## config.mk

```make
export PLATFORM = sky130hd
export DESIGN_NAME = rdreq_top
export DESIGN_NICKNAME = d
export VERILOG_FILES = /design/src/rdreq_pkg.sv /design/src/rdreq_top.sv /design/src/rdreq_tag_tracker.sv /design/src/rdreq_rr_scanner.sv /design/src/rdreq_burst_counter.sv /design/src/rdreq_apb_regs.sv
export SDC_FILE = /design/constraint.sdc
export NUM_CORES = 1
export LEC_CHECK = 0
export ABC_CLOCK_PERIOD_IN_PS = 12400
export BUFFER_PORTS_ARGS = -buffer_cell sky130_fd_sc_hd__buf_2
export CORE_ASPECT_RATIO = 0.9
export CORE_MARGIN = 4
export CORE_UTILIZATION = 30
export DETAILED_ROUTE_END_ITERATION = 8
export HOLD_SLACK_MARGIN = 0.1
export PLACE_DENSITY = 0.47
export RECOVER_POWER = 25
export SLEW_MARGIN = 20
export SYNTH_ARGS = -nofsm -noshare
export SYNTH_HDL_FRONTEND = slang
export SYNTH_SLANG_ARGS = --single-unit
```

## constraint.sdc

```tcl
create_clock -name clock -period 12.4 [get_ports clock]
set_clock_uncertainty 0.05 [all_clocks]
set_input_delay 2.48 -clock clock [delete_from_list [all_inputs] [get_ports clock]]
set_output_delay 2.48 -clock clock [all_outputs]
set_load 0.01 [all_outputs]
```

## src/rdreq_pkg.sv

```systemverilog
// Shared widths, register map, types and scanner phases for the DMA read-request issuer.

package rdreq_pkg;

   // Channel and tag geometry.
   // Four channels, each owning eight tags.
   localparam int NUM_CH      = 4;
   localparam int CH_W        = 2;
   localparam int TAGS_PER_CH = 8;
   localparam int TAG_LOW_W   = 3;

   // Line address in 64-byte units.
   // Byte address is this value shifted left by 6.
   typedef logic [31:0] line_addr_t;

   // Lines still to be requested on one channel.
   typedef logic [12:0] line_count_t;

   // Channel index.
   typedef logic [CH_W-1:0] ch_idx_t;

   // Tag within one channel.
   typedef logic [TAG_LOW_W-1:0] tag_low_t;

   // Full request tag.
   // Layout is {2'b0, channel, 1'b0, low tag}.
   typedef logic [7:0] req_tag_t;

   // APB address and data.
   typedef logic [7:0]  apb_addr_t;
   typedef logic [31:0] apb_data_t;

   // Register offsets in the 16-byte window of each channel.
   // Channel is selected by address bits 5:4.
   localparam apb_addr_t REG_BASE   = 8'h00;
   localparam apb_addr_t REG_COUNT  = 8'h04;
   localparam apb_addr_t REG_STATUS = 8'h08;

   // Scanner phases.
   // CHECK looks at one channel, ALLOC takes a line and a tag.
   // SETTLE lets counter and tracker flags catch up.
   // PRESENT holds the request until it is accepted.
   typedef enum logic [1:0]
   {
      CHECK   = 2'd0,
      ALLOC   = 2'd1,
      SETTLE  = 2'd2,
      PRESENT = 2'd3
   } scan_phase_e;

endpackage
```

## src/rdreq_top.sv

```systemverilog
// Top level of the read-request issuer; wires registers, counters, scanner and tag tracker.

`timescale 1ns/1ps

module rdreq_top
(
   input  logic                  clock,
   input  logic                  reset,
   input  logic                  i_psel,
   input  logic                  i_penable,
   input  logic                  i_pwrite,
   input  rdreq_pkg::apb_addr_t  i_paddr,
   input  rdreq_pkg::apb_data_t  i_pwdata,
   output rdreq_pkg::apb_data_t  o_prdata,
   output logic                  o_pready,
   output logic                  o_pslverr,
   output logic                  o_rd_valid,
   output rdreq_pkg::line_addr_t o_rd_addr,
   output rdreq_pkg::req_tag_t   o_rd_tag,
   input  logic                  i_rd_ready,
   input  logic                  i_cpl_valid,
   input  rdreq_pkg::req_tag_t   i_cpl_tag
);

   import rdreq_pkg::*;

   // Register block to counters.
   logic [NUM_CH-1:0]  load;
   line_addr_t         load_addr [NUM_CH];
   line_count_t        load_count [NUM_CH];

   // Counters to scanner and register block.
   logic [NUM_CH-1:0]  pending;
   line_addr_t         addr [NUM_CH];
   line_count_t        remaining [NUM_CH];

   // Scanner and tracker.
   logic [NUM_CH-1:0]  take;
   logic [NUM_CH-1:0]  tag_avail;
   tag_low_t           free_tag [NUM_CH];
   logic [TAG_LOW_W:0] tags_used [NUM_CH];
   logic               alloc;
   ch_idx_t            alloc_ch;
   tag_low_t           alloc_tag;

   rdreq_apb_regs u_regs
   (
      .clock        (clock),
      .reset        (reset),
      .i_psel       (i_psel),
      .i_penable    (i_penable),
      .i_pwrite     (i_pwrite),
      .i_paddr      (i_paddr),
      .i_pwdata     (i_pwdata),
      .o_prdata     (o_prdata),
      .o_pready     (o_pready),
      .o_pslverr    (o_pslverr),
      .i_pending    (pending),
      .i_remaining  (remaining),
      .i_tags_used  (tags_used),
      .o_load       (load),
      .o_load_addr  (load_addr),
      .o_load_count (load_count)
   );

   // One burst counter per channel.
   for (genvar c = 0; c < NUM_CH; c++)
   begin : g_ch
      rdreq_burst_counter u_cnt
      (
         .clock        (clock),
         .reset        (reset),
         .i_load       (load[c]),
         .i_load_addr  (load_addr[c]),
         .i_load_count (load_count[c]),
         .i_take       (take[c]),
         .o_pending    (pending[c]),
         .o_addr       (addr[c]),
         .o_remaining  (remaining[c])
      );
   end

   rdreq_rr_scanner u_scan
   (
      .clock       (clock),
      .reset       (reset),
      .i_pending   (pending),
      .i_addr      (addr),
      .i_tag_avail (tag_avail),
      .i_free_tag  (free_tag),
      .o_take      (take),
      .o_alloc     (alloc),
      .o_alloc_ch  (alloc_ch),
      .o_alloc_tag (alloc_tag),
      .o_rd_valid  (o_rd_valid),
      .o_rd_addr   (o_rd_addr),
      .o_rd_tag    (o_rd_tag),
      .i_rd_ready  (i_rd_ready)
   );

   rdreq_tag_tracker u_tags
   (
      .clock       (clock),
      .reset       (reset),
      .i_alloc     (alloc),
      .i_alloc_ch  (alloc_ch),
      .i_alloc_tag (alloc_tag),
      .i_cpl_valid (i_cpl_valid),
      .i_cpl_tag   (i_cpl_tag),
      .o_tag_avail (tag_avail),
      .o_free_tag  (free_tag),
      .o_tags_used (tags_used)
   );

endmodule

```

## src/rdreq_tag_tracker.sv

```systemverilog
// Tag tracker; keeps per-channel in-use masks, offers the lowest free tag and frees tags on completion.

`timescale 1ns/1ps

module rdreq_tag_tracker
(
   input  logic                            clock,
   input  logic                            reset,
   input  logic                            i_alloc,
   input  rdreq_pkg::ch_idx_t              i_alloc_ch,
   input  rdreq_pkg::tag_low_t             i_alloc_tag,
   input  logic                            i_cpl_valid,
   input  rdreq_pkg::req_tag_t             i_cpl_tag,
   output logic [rdreq_pkg::NUM_CH-1:0]    o_tag_avail,
   output rdreq_pkg::tag_low_t             o_free_tag [rdreq_pkg::NUM_CH],
   output logic [rdreq_pkg::TAG_LOW_W:0]   o_tags_used [rdreq_pkg::NUM_CH]
);

   import rdreq_pkg::*;

   // One bit per tag, set while a request is outstanding.
   logic [TAGS_PER_CH-1:0] used_q [NUM_CH];

   ch_idx_t  cpl_ch;
   tag_low_t cpl_low;

   // Completion tag fields.
   assign cpl_ch  = i_cpl_tag[5:4];
   assign cpl_low = i_cpl_tag[2:0];

   // Set on allocate, clear on completion.
   // Both apply in the same cycle since they never hit the same bit.
   always_ff @(posedge clock)
   begin
      if (reset)
      begin
         for (int c = 0; c < NUM_CH; c++)
            used_q[c] <= '0;
      end
      else
      begin
         for (int c = 0; c < NUM_CH; c++)
         begin
            if (i_alloc && (i_alloc_ch == ch_idx_t'(c)))
               used_q[c][i_alloc_tag] <= 1'b1;
            if (i_cpl_valid && (cpl_ch == ch_idx_t'(c)))
               used_q[c][cpl_low] <= 1'b0;
         end
      end
   end

   // Lowest clear bit per channel.
   // Scanning from the top lets the lowest free tag win.
   always_comb
   begin
      for (int c = 0; c < NUM_CH; c++)
      begin
         o_tag_avail[c] = ~&used_q[c];
         o_free_tag[c]  = '0;
         for (int t = TAGS_PER_CH - 1; t >= 0; t--)
         begin
            if (!used_q[c][t])
               o_free_tag[c] = tag_low_t'(t);
         end
         // Outstanding count for STATUS.
         o_tags_used[c] = (TAG_LOW_W + 1)'($countones(used_q[c]));
      end
   end

   // Completions only return tags that were issued.
   a_cpl_used : assert property (@(posedge clock) disable iff (reset)
      i_cpl_valid |-> used_q[cpl_ch][cpl_low]);

   // The scanner only allocates a tag that is free.
   a_alloc_free : assert property (@(posedge clock) disable iff (reset)
      i_alloc |-> !used_q[i_alloc_ch][i_alloc_tag]);

endmodule

```

## src/rdreq_rr_scanner.sv

```systemverilog
// Round-robin scanner; visits channels in turn and issues one single-line read request per grant.

`timescale 1ns/1ps

module rdreq_rr_scanner
(
   input  logic                            clock,
   input  logic                            reset,
   input  logic [rdreq_pkg::NUM_CH-1:0]    i_pending,
   input  rdreq_pkg::line_addr_t           i_addr [rdreq_pkg::NUM_CH],
   input  logic [rdreq_pkg::NUM_CH-1:0]    i_tag_avail,
   input  rdreq_pkg::tag_low_t             i_free_tag [rdreq_pkg::NUM_CH],
   output logic [rdreq_pkg::NUM_CH-1:0]    o_take,
   output logic                            o_alloc,
   output rdreq_pkg::ch_idx_t              o_alloc_ch,
   output rdreq_pkg::tag_low_t             o_alloc_tag,
   output logic                            o_rd_valid,
   output rdreq_pkg::line_addr_t           o_rd_addr,
   output rdreq_pkg::req_tag_t             o_rd_tag,
   input  logic                            i_rd_ready
);

   import rdreq_pkg::*;

   // Phase and channel under scan.
   scan_phase_e phase_q;
   ch_idx_t     ch_q;

   // Request payload captured in CHECK.
   line_addr_t  addr_q;
   tag_low_t    tag_q;

   logic        grant;

   // A channel is served only with lines left and a free tag.
   assign grant = i_pending[ch_q] & i_tag_avail[ch_q];

   // Phase machine.
   // CHECK without a grant steps straight to the next channel.
   // PRESENT waits for ready, then steps to the next channel.
   always_ff @(posedge clock)
   begin
      if (reset)
      begin
         phase_q <= CHECK;
         ch_q    <= '0;
      end
      else
      begin
         case (phase_q)
            CHECK:
            begin
               if (grant)
                  phase_q <= ALLOC;
               else
                  ch_q <= ch_q + ch_idx_t'(1);
            end
            ALLOC:
            begin
               phase_q <= SETTLE;
            end
            SETTLE:
            begin
               phase_q <= PRESENT;
            end
            PRESENT:
            begin
               if (i_rd_ready)
               begin
                  phase_q <= CHECK;
                  ch_q    <= ch_q + ch_idx_t'(1);
               end
            end
            default:
            begin
               phase_q <= CHECK;
            end
         endcase
      end
   end

   // Capture address and lowest free tag on a grant.
   // They hold until the next grant, so the request stays stable.
   always_ff @(posedge clock)
   begin
      if ((phase_q == CHECK) && grant)
      begin
         addr_q <= i_addr[ch_q];
         tag_q  <= i_free_tag[ch_q];
      end
   end

   // ALLOC steps the counter and marks the tag in use.
   always_comb
   begin
      o_take = '0;
      if (phase_q == ALLOC)
         o_take[ch_q] = 1'b1;
   end

   assign o_alloc     = (phase_q == ALLOC);
   assign o_alloc_ch  = ch_q;
   assign o_alloc_tag = tag_q;

   // Request output.
   // Channel sits in tag bits 5:4, low tag in bits 2:0.
   assign o_rd_valid = (phase_q == PRESENT);
   assign o_rd_addr  = addr_q;
   assign o_rd_tag   = {2'b00, ch_q, 1'b0, tag_q};

   // A stalled request keeps its valid, address and tag.
   a_req_stable : assert property (@(posedge clock) disable iff (reset)
      o_rd_valid && !i_rd_ready |=> o_rd_valid && $stable(o_rd_addr) && $stable(o_rd_tag));

endmodule

```

## src/rdreq_burst_counter.sv

```systemverilog
// Per-channel burst counter; tracks the next line address and the lines still to request.

`timescale 1ns/1ps

module rdreq_burst_counter
(
   input  logic                   clock,
   input  logic                   reset,
   input  logic                   i_load,
   input  rdreq_pkg::line_addr_t  i_load_addr,
   input  rdreq_pkg::line_count_t i_load_count,
   input  logic                   i_take,
   output logic                   o_pending,
   output rdreq_pkg::line_addr_t  o_addr,
   output rdreq_pkg::line_count_t o_remaining
);

   import rdreq_pkg::*;

   // Address and count.
   // A load restarts the burst at the programmed base.
   // Each take moves to the next 64-byte line.
   always_ff @(posedge clock)
   begin
      if (reset)
      begin
         o_addr      <= '0;
         o_remaining <= '0;
      end
      else if (i_load)
      begin
         o_addr      <= i_load_addr;
         o_remaining <= i_load_count;
      end
      else if (i_take)
      begin
         o_addr      <= o_addr + line_addr_t'(1);
         o_remaining <= o_remaining - line_count_t'(1);
      end
   end

   // Pending trails the count by one cycle.
   // The scanner's SETTLE phase covers that lag.
   always_ff @(posedge clock)
   begin
      if (reset)
         o_pending <= 1'b0;
      else
         o_pending <= (o_remaining != '0);
   end

   // The scanner only takes from a channel with lines left.
   a_take_nonzero : assert property (@(posedge clock) disable iff (reset)
      i_take |-> (o_remaining != '0));

endmodule

```

## src/rdreq_apb_regs.sv

```systemverilog
// APB configuration slave; holds per-channel base registers, starts bursts and reports status.

`timescale 1ns/1ps

module rdreq_apb_regs
(
   input  logic                              clock,
   input  logic                              reset,
   input  logic                              i_psel,
   input  logic                              i_penable,
   input  logic                              i_pwrite,
   input  rdreq_pkg::apb_addr_t              i_paddr,
   input  rdreq_pkg::apb_data_t              i_pwdata,
   output rdreq_pkg::apb_data_t              o_prdata,
   output logic                              o_pready,
   output logic                              o_pslverr,
   input  logic [rdreq_pkg::NUM_CH-1:0]      i_pending,
   input  rdreq_pkg::line_count_t            i_remaining [rdreq_pkg::NUM_CH],
   input  logic [rdreq_pkg::TAG_LOW_W:0]     i_tags_used [rdreq_pkg::NUM_CH],
   output logic [rdreq_pkg::NUM_CH-1:0]      o_load,
   output rdreq_pkg::line_addr_t             o_load_addr [rdreq_pkg::NUM_CH],
   output rdreq_pkg::line_count_t            o_load_count [rdreq_pkg::NUM_CH]
);

   import rdreq_pkg::*;

   // Programmed base line address per channel.
   line_addr_t base_q [NUM_CH];

   ch_idx_t    sel_ch;
   logic [1:0] sel_off;
   logic       access;
   logic       count_wr;

   // Decode of the current access.
   assign sel_ch   = i_paddr[5:4];
   assign sel_off  = i_paddr[3:2];
   assign access   = i_psel & i_penable;
   assign count_wr = access & i_pwrite & (sel_off == REG_COUNT[3:2]);

   // No wait states.
   assign o_pready = 1'b1;

   // Errors: reserved offset, STATUS write, or COUNT write on a busy channel.
   assign o_pslverr = access & ((sel_off == 2'd3) |
                                (i_pwrite & (sel_off == REG_STATUS[3:2])) |
                                (count_wr & i_pending[sel_ch]));

   // Base registers are written at the end of the access phase.
   always_ff @(posedge clock)
   begin
      if (access && i_pwrite && (sel_off == REG_BASE[3:2]))
         base_q[sel_ch] <= line_addr_t'(i_pwdata);
   end

   // Load strobe per channel.
   // A busy channel refuses the load, the counter then keeps its state.
   always_comb
   begin
      for (int c = 0; c < NUM_CH; c++)
      begin
         o_load[c]       = count_wr & (sel_ch == ch_idx_t'(c)) & ~i_pending[c];
         o_load_addr[c]  = base_q[c];
         o_load_count[c] = line_count_t'(i_pwdata);
      end
   end

   // Read data mux.
   // STATUS packs tags in use above the remaining count.
   always_comb
   begin
      o_prdata = '0;
      case (sel_off)
         REG_BASE[3:2]:   o_prdata = apb_data_t'(base_q[sel_ch]);
         REG_COUNT[3:2]:  o_prdata = apb_data_t'(i_remaining[sel_ch]);
         REG_STATUS[3:2]: o_prdata = {12'd0, i_tags_used[sel_ch], 3'd0, i_remaining[sel_ch]};
         default:         o_prdata = '0;
      endcase
   end

   // An accepted nonzero load lands on an idle channel.
   // The counter then reports pending two edges later.
   for (genvar c = 0; c < NUM_CH; c++)
   begin : g_chk
      a_load_idle : assert property (@(posedge clock) disable iff (reset)
         o_load[c] && (o_load_count[c] != '0) |-> !i_pending[c] ##2 i_pending[c]);
   end

endmodule

```

Word level (Yosys, flattened, before mapping)
Memories as Yosys holds them, arrays and structs flattened.
Cells that the tools add are included.
{ "totals": {"ff_bits": 223, "ram_bits": 160, "output_inout_bits": 75, "mem_count": 2} }
{ "op_classes": {"n_addsub": 37, "order_cmp": 9, "eq_ne": 18, "mux": 172, "n_bitwise": 87, "n_reduce_logical": 38} }
{ "mem_list": {"columns": ["name", "depth", "word_bits", "read_ports", "rd_ports_with_merged_regs", "wr", "line_no", "text"], "rows": [
  ["u_regs.base_q", 4, 32, 5, 0, 1, "rdreq_apb_regs.sv:28", "line_addr_t base_q [NUM_CH];"],
  ["u_tags.used_q", 4, 8, 4, 0, 4, "rdreq_tag_tracker.sv:22", "logic [TAGS_PER_CH-1:0] used_q [NUM_CH];"]
]} }
{ "op_table": {"columns": ["op", "count"], "rows": [
  ["32-bit two-way mux", 10],
  ["13-bit two-way mux", 10],
  ["32-bit by 1-bit adder with 32-bit output (second input constant)", 4],
  ["3-bit two-way mux", 34],
  ["32-bit one-hot mux with 3 select lines", 1],
  ["1-bit two-way mux", 90],
  ["1-bit OR", 66],
  ["32-bit binary-select mux with 2-bit select", 1],
  ["8-bit two-way mux", 8],
  ["13-bit nonzero test", 4],
  ["13-bit by 1-bit subtractor with 13-bit output (second input constant)", 4],
  ["4-bit adder", 12],
  ["1-bit by 1-bit adder with 2-bit output", 16],
  ["8-bit AND reduction", 4],
  ["13-bit binary-select mux with 2-bit select", 1],
  ["2-bit equality test (second input constant)", 10],
  ["1-bit bitwise AND", 15],
  ["1-bit logical AND", 14],
  ["4-bit two-way mux", 3],
  ["2-bit by 1-bit equality test with 1-bit output (second input constant)", 5],
  ["2-bit zero test", 5],
  ["2-bit nonzero test", 5],
  ["4-bit binary-select mux with 2-bit select", 1],
  ["3-bit by 4-bit < comparator with 1-bit output (second input constant)", 2],
  ["other kinds (19)", 36]
]} }

Logic depth before layout (Yosys ltp)
An unclocked memory read counts as a cell.
{ "logic_depth": {"word_depth": 12, "mapped_depth": 10, "mapped_depth_nobuf": 10} }

By module
Synthesis repeated with hierarchy kept, for this count alone.
{ "hier_totals": {"cells_unflattened": 2114, "hier_area_um2": 21708.3} }
{ "by_module_without_submodules": {"columns": ["mod", "n_inst", "cells_each", "area_per_inst_um2"], "rows": [
  ["rdreq_burst_counter", 4, 321, 2591.2],
  ["rdreq_apb_regs", 1, 363, 6034.5],
  ["rdreq_tag_tracker", 1, 329, 2912.8],
  ["rdreq_rr_scanner", 1, 138, 2396.0]
]} }

Least setup slack after synthesis
Ideal clock, no wire load.
{ "synth_path": {"path_kind": "in2out", "from": "in i_paddr[5]", "to": "out o_prdata[12]", "t_arrival_ns": 3.823, "required_time_ns": 9.870, "path_slack_ns": 6.047, "path_stages": 6, "path_cell_list": "clkbuf_1 buf_2 buf_1 mux4_2 mux2i_1 o21ai_0"} }
{ "synth_between": {"elab_chain_len": 5, "elab_cells_between_ends": 6, "cone_classes": "mux (4); bitwise (1); memory (1)"} }
{ "synth_lines": {"columns": ["element", "line_no", "text"], "rows": [
  ["from (decl)", "rdreq_top.sv:12", "input rdreq_pkg::apb_addr_t i_paddr,"],
  ["2-bit inverter with 3-bit output (not written as such)", "rdreq_apb_regs.sv:75, rdreq_apb_regs.sv:76", null],
  ["13-bit binary-select mux with 2-bit select", "rdreq_apb_regs.sv:75, rdreq_apb_regs.sv:76", null],
  ["13-bit two-way mux (not written as such) (2 in a row)", "rdreq_apb_regs.sv:75, rdreq_apb_regs.sv:76", null],
  ["32-bit one-hot mux with 3 select lines *", "rdreq_apb_regs.sv:73", "case (sel_off)"],
  ["to (decl)", "rdreq_top.sv:14", "output rdreq_pkg::apb_data_t o_prdata,"]
]} }
Every way passes the cells marked *; elsewhere a longest branch is shown, timed or not. The select of a mux whose other input is x is not followed.

Worst setup path after layout
{ "layout_path": {"from": "in i_paddr[4]", "to": "out o_prdata[1]"} }
The elaborated chain is that of the path after synthesis.

==> metrics.cfg <==
[logic_synthesis]
netlist.area_leader.share_pct=28.8
postSynthAreaPerCell_um2=10.8
synth_cell_types=64
ys_ff_latch=383
synthFlopType=edfxtp_1
ys_seq_area_share_pct=47.2
synth_warnings=0
synth_area_mm2=0.0204
synthCells=1881
async_flop_share_pct=0
synth_edf_count=195
synthTopCellsByArea=edfxtp_1, dfxtp_1, mux4_2
synth_top_area_cell=edfxtp_1

[worst_setup_path]
critPathMaxStageDelay_ns=0.70
ff2ff_setup_slack_ns=6.98
cp-start-kind=input port
path_buf_inv=3
cp-end-kind=output port
crit_fanout=48
worstPathRequired_ns=9.87
crit_arrival_ns=4.88
cp_cell_sequence=buf_4 > buf_6 > mux4_2 > mux2i_1 > o21ai_0 > buf_2
critical_path.top_delay_family=buffers and inverters
crit_slowest_cell=o21ai_0
critPathKind=input port to output port

[sta]
min_period_ns=7.41
setup_tns_ns=0
slew_headroom_pct=-24.1
worst_hold_slack_ns=0.474
finalSetupViolCount=0
max_freq_ghz=0.135
grt_setup_unrepaired=no
slew_violations=24
hold_viol_final=0
fin_crit_sh_pct=59.8
tightestPinTransition_ns=1.86

[clock_tree]
postCtsSetupRepairBufs=0
clockBufferDepth=3
cts-htree-levels=2
post_cts_resize_count=0
clock_latency_ns=0.58
hold_buffers=0
clkSlewWorstSetupHoldPaths_ns=0.06
root_buffer=clkbuf_16
cts.sinks=383
cts_tree=built
cts_made_buffers=45

[route]
drc=0
viasPerCell=5.40
firstDrtPassIters=5
vias=15500
wl_per_cell_um=23.6
ant_nets=0
drt_iter0_drc=1449
wl_um=67500

[finish]
final_area_mm2=0.0234
final_cell_mix=nor2_1, edfxtp_1, dfxtp_1
drive_gt1_share_pct=15.1
nFillCells=6736
final_common_cell=nor2_1
layoutNonFillerInstCount=2860
syn2layout_area_growth_pct=14.7
fin_nets=2068

[floorplanning]
rows=90
die_w_um=283
initial_core_util_pct=30.3
core-area_mm2=0.0671
die_h_um=255
dieArea_mm2=0.0721
ios=130

[global_routing]
grt-ovfl-total=0
grt_pass1_wl_um=99900
grt_antenna_before_repair=4
first_global_vias=15000
grt_max_degree=95
grt_usage_pct=18.5

[placed_design]
placedCellCount=2775
dpl.hpwl_um=47400
gp_congestion=0.829
port_buffers=118
place_area_mm2=0.0218

[worst_hold_path]
min_path_type=register to register

[power_and_ir_drop]
ir_drop_uv=109
powerDensity_mw_per_mm2=162
power.leakage_nw=8.03

[status]
violations=capacitance limit, slew limit
status=finished, violations left

[job]
drv_cap=1

[worst register-to-register path: stages (launching register included)]
cell and delay, ns:
dfxtp_1 1.30, clkbuf_1 1.45, inv_1 0.62, ha_1 0.47
and2_1 0.49, nand3_1 0.47, nor4b_1 0.13, xnor2_1 0.16
a211oi_2 0.21
[cells in the mapped netlist, drive strengths merged (3+ instances only)]
cell type,n
mux2i,23
a211o,32
a21oi,4
fa,16
and3,19
nor3,61
nand4,55
nand3b,6
xor2,96
inv,66
or2,5
and4bb,3
mux4,83
nor2b,24
or3,13
ha,49
a31oi,5
a311oi,6
o21ai,23
clkbuf,81
buf,43
or3b,3
and2,14
or4,8
dfxtp,188
a211oi,169
o211ai,5
a221oi,3
nor2,267
and4,11
nand2,102
xnor2,72
nand2b,9
nor4,29
a21boi,4
edfxtp,195
nand3,62
nor3b,6
[worst paths after layout]
kind	cells after the start	startpoint	to
worst min register to register	2	g_ch[3].u_cnt.o_addr[31]	g_ch[3].u_cnt.o_addr[31]
worst max register to register	8	u_scan.o_alloc_ch[0]	g_ch[2].u_cnt.o_remaining[9]
worst max-delay path	6	i_paddr[4]	o_prdata[1]
worst min-delay path	2	g_ch[3].u_cnt.o_addr[31]	g_ch[3].u_cnt.o_addr[31]
[registers in the layout, indices dropped and copies added, names as in the netlist]
| signal | cells |
|---|---|
| u_scan.o_alloc_ch | 2 |
| u_scan.phase_q | 2 |
| u_scan.o_alloc_tag | 3 |
| g_ch.u_cnt.o_addr | 128 |
| u_regs.base_q | 128 |
| g_ch.u_cnt.o_pending | 4 |
| u_scan.o_rd_addr | 32 |
| u_tags.used_q | 32 |
| g_ch.u_cnt.o_remaining | 52 |
[layer usage]
layer | share of wire (%) | global-route usage (%)
met4 | 2.1 | 4.50
met3 | 6.7 | 3.67
met5 | 0.046 | 0
met2 | 44 | 28.3
met1 | 47 | 27.0
[cells by family after synthesis]
kind of cell | after synthesis | share of synthesized area [%]
AOI/OAI and AO/OA | 264 | 9.71
xor gates and xnor gates | 168 | 7.23
adders and majority gates | 65 | 4.58
buffers and inverters | 190 | 3.75
DFF | 383 | 47.2
muxes | 106 | 10.3
other | 2 | 0.0369
and+or+nand+nor | 703 | 17.1
[metrics by stage]
stage / util (%) / total power, W / setup WS (ns)
detailed placement: 32.5 / 0.00241 / 4.74
CTS: 34.8 / 0.00383 / 4.73
global placement: 32.5 / 0.00240 / 4.77
finish: 34.8 / 0.00378 / 4.99
floorplan: - / 0.00209 / 6.05
global route: 34.8 / 0.00395 / 4.86
[power breakdown]
group | total (W) | internal (W) | switching [W]
Sequential | 0.00158 | 0.00146 | 0.000122
Clock | 0.00141 | 0.000845 | 0.000565
Combinational | 0.000795 | 0.000314 | 0.000481
Total | 0.00378 | 0.00262 | 0.00117
[layout make-up]
class                           count  area [um2]  area share, %
Tap cell                          874        1090           4.68
Antenna cell                        2        5.00         0.0214
Clock buffer                       59        1260           5.39
Sequential cell                   383        9620           41.2
Inverter                           66         248           1.06
Multi-Input combinational cell   1310       10100           43.2
Clock inverter                     24         297           1.27
Timing Repair Buffer              142         746           3.19
No activity file was read; power rests on OpenSTA's default activity.
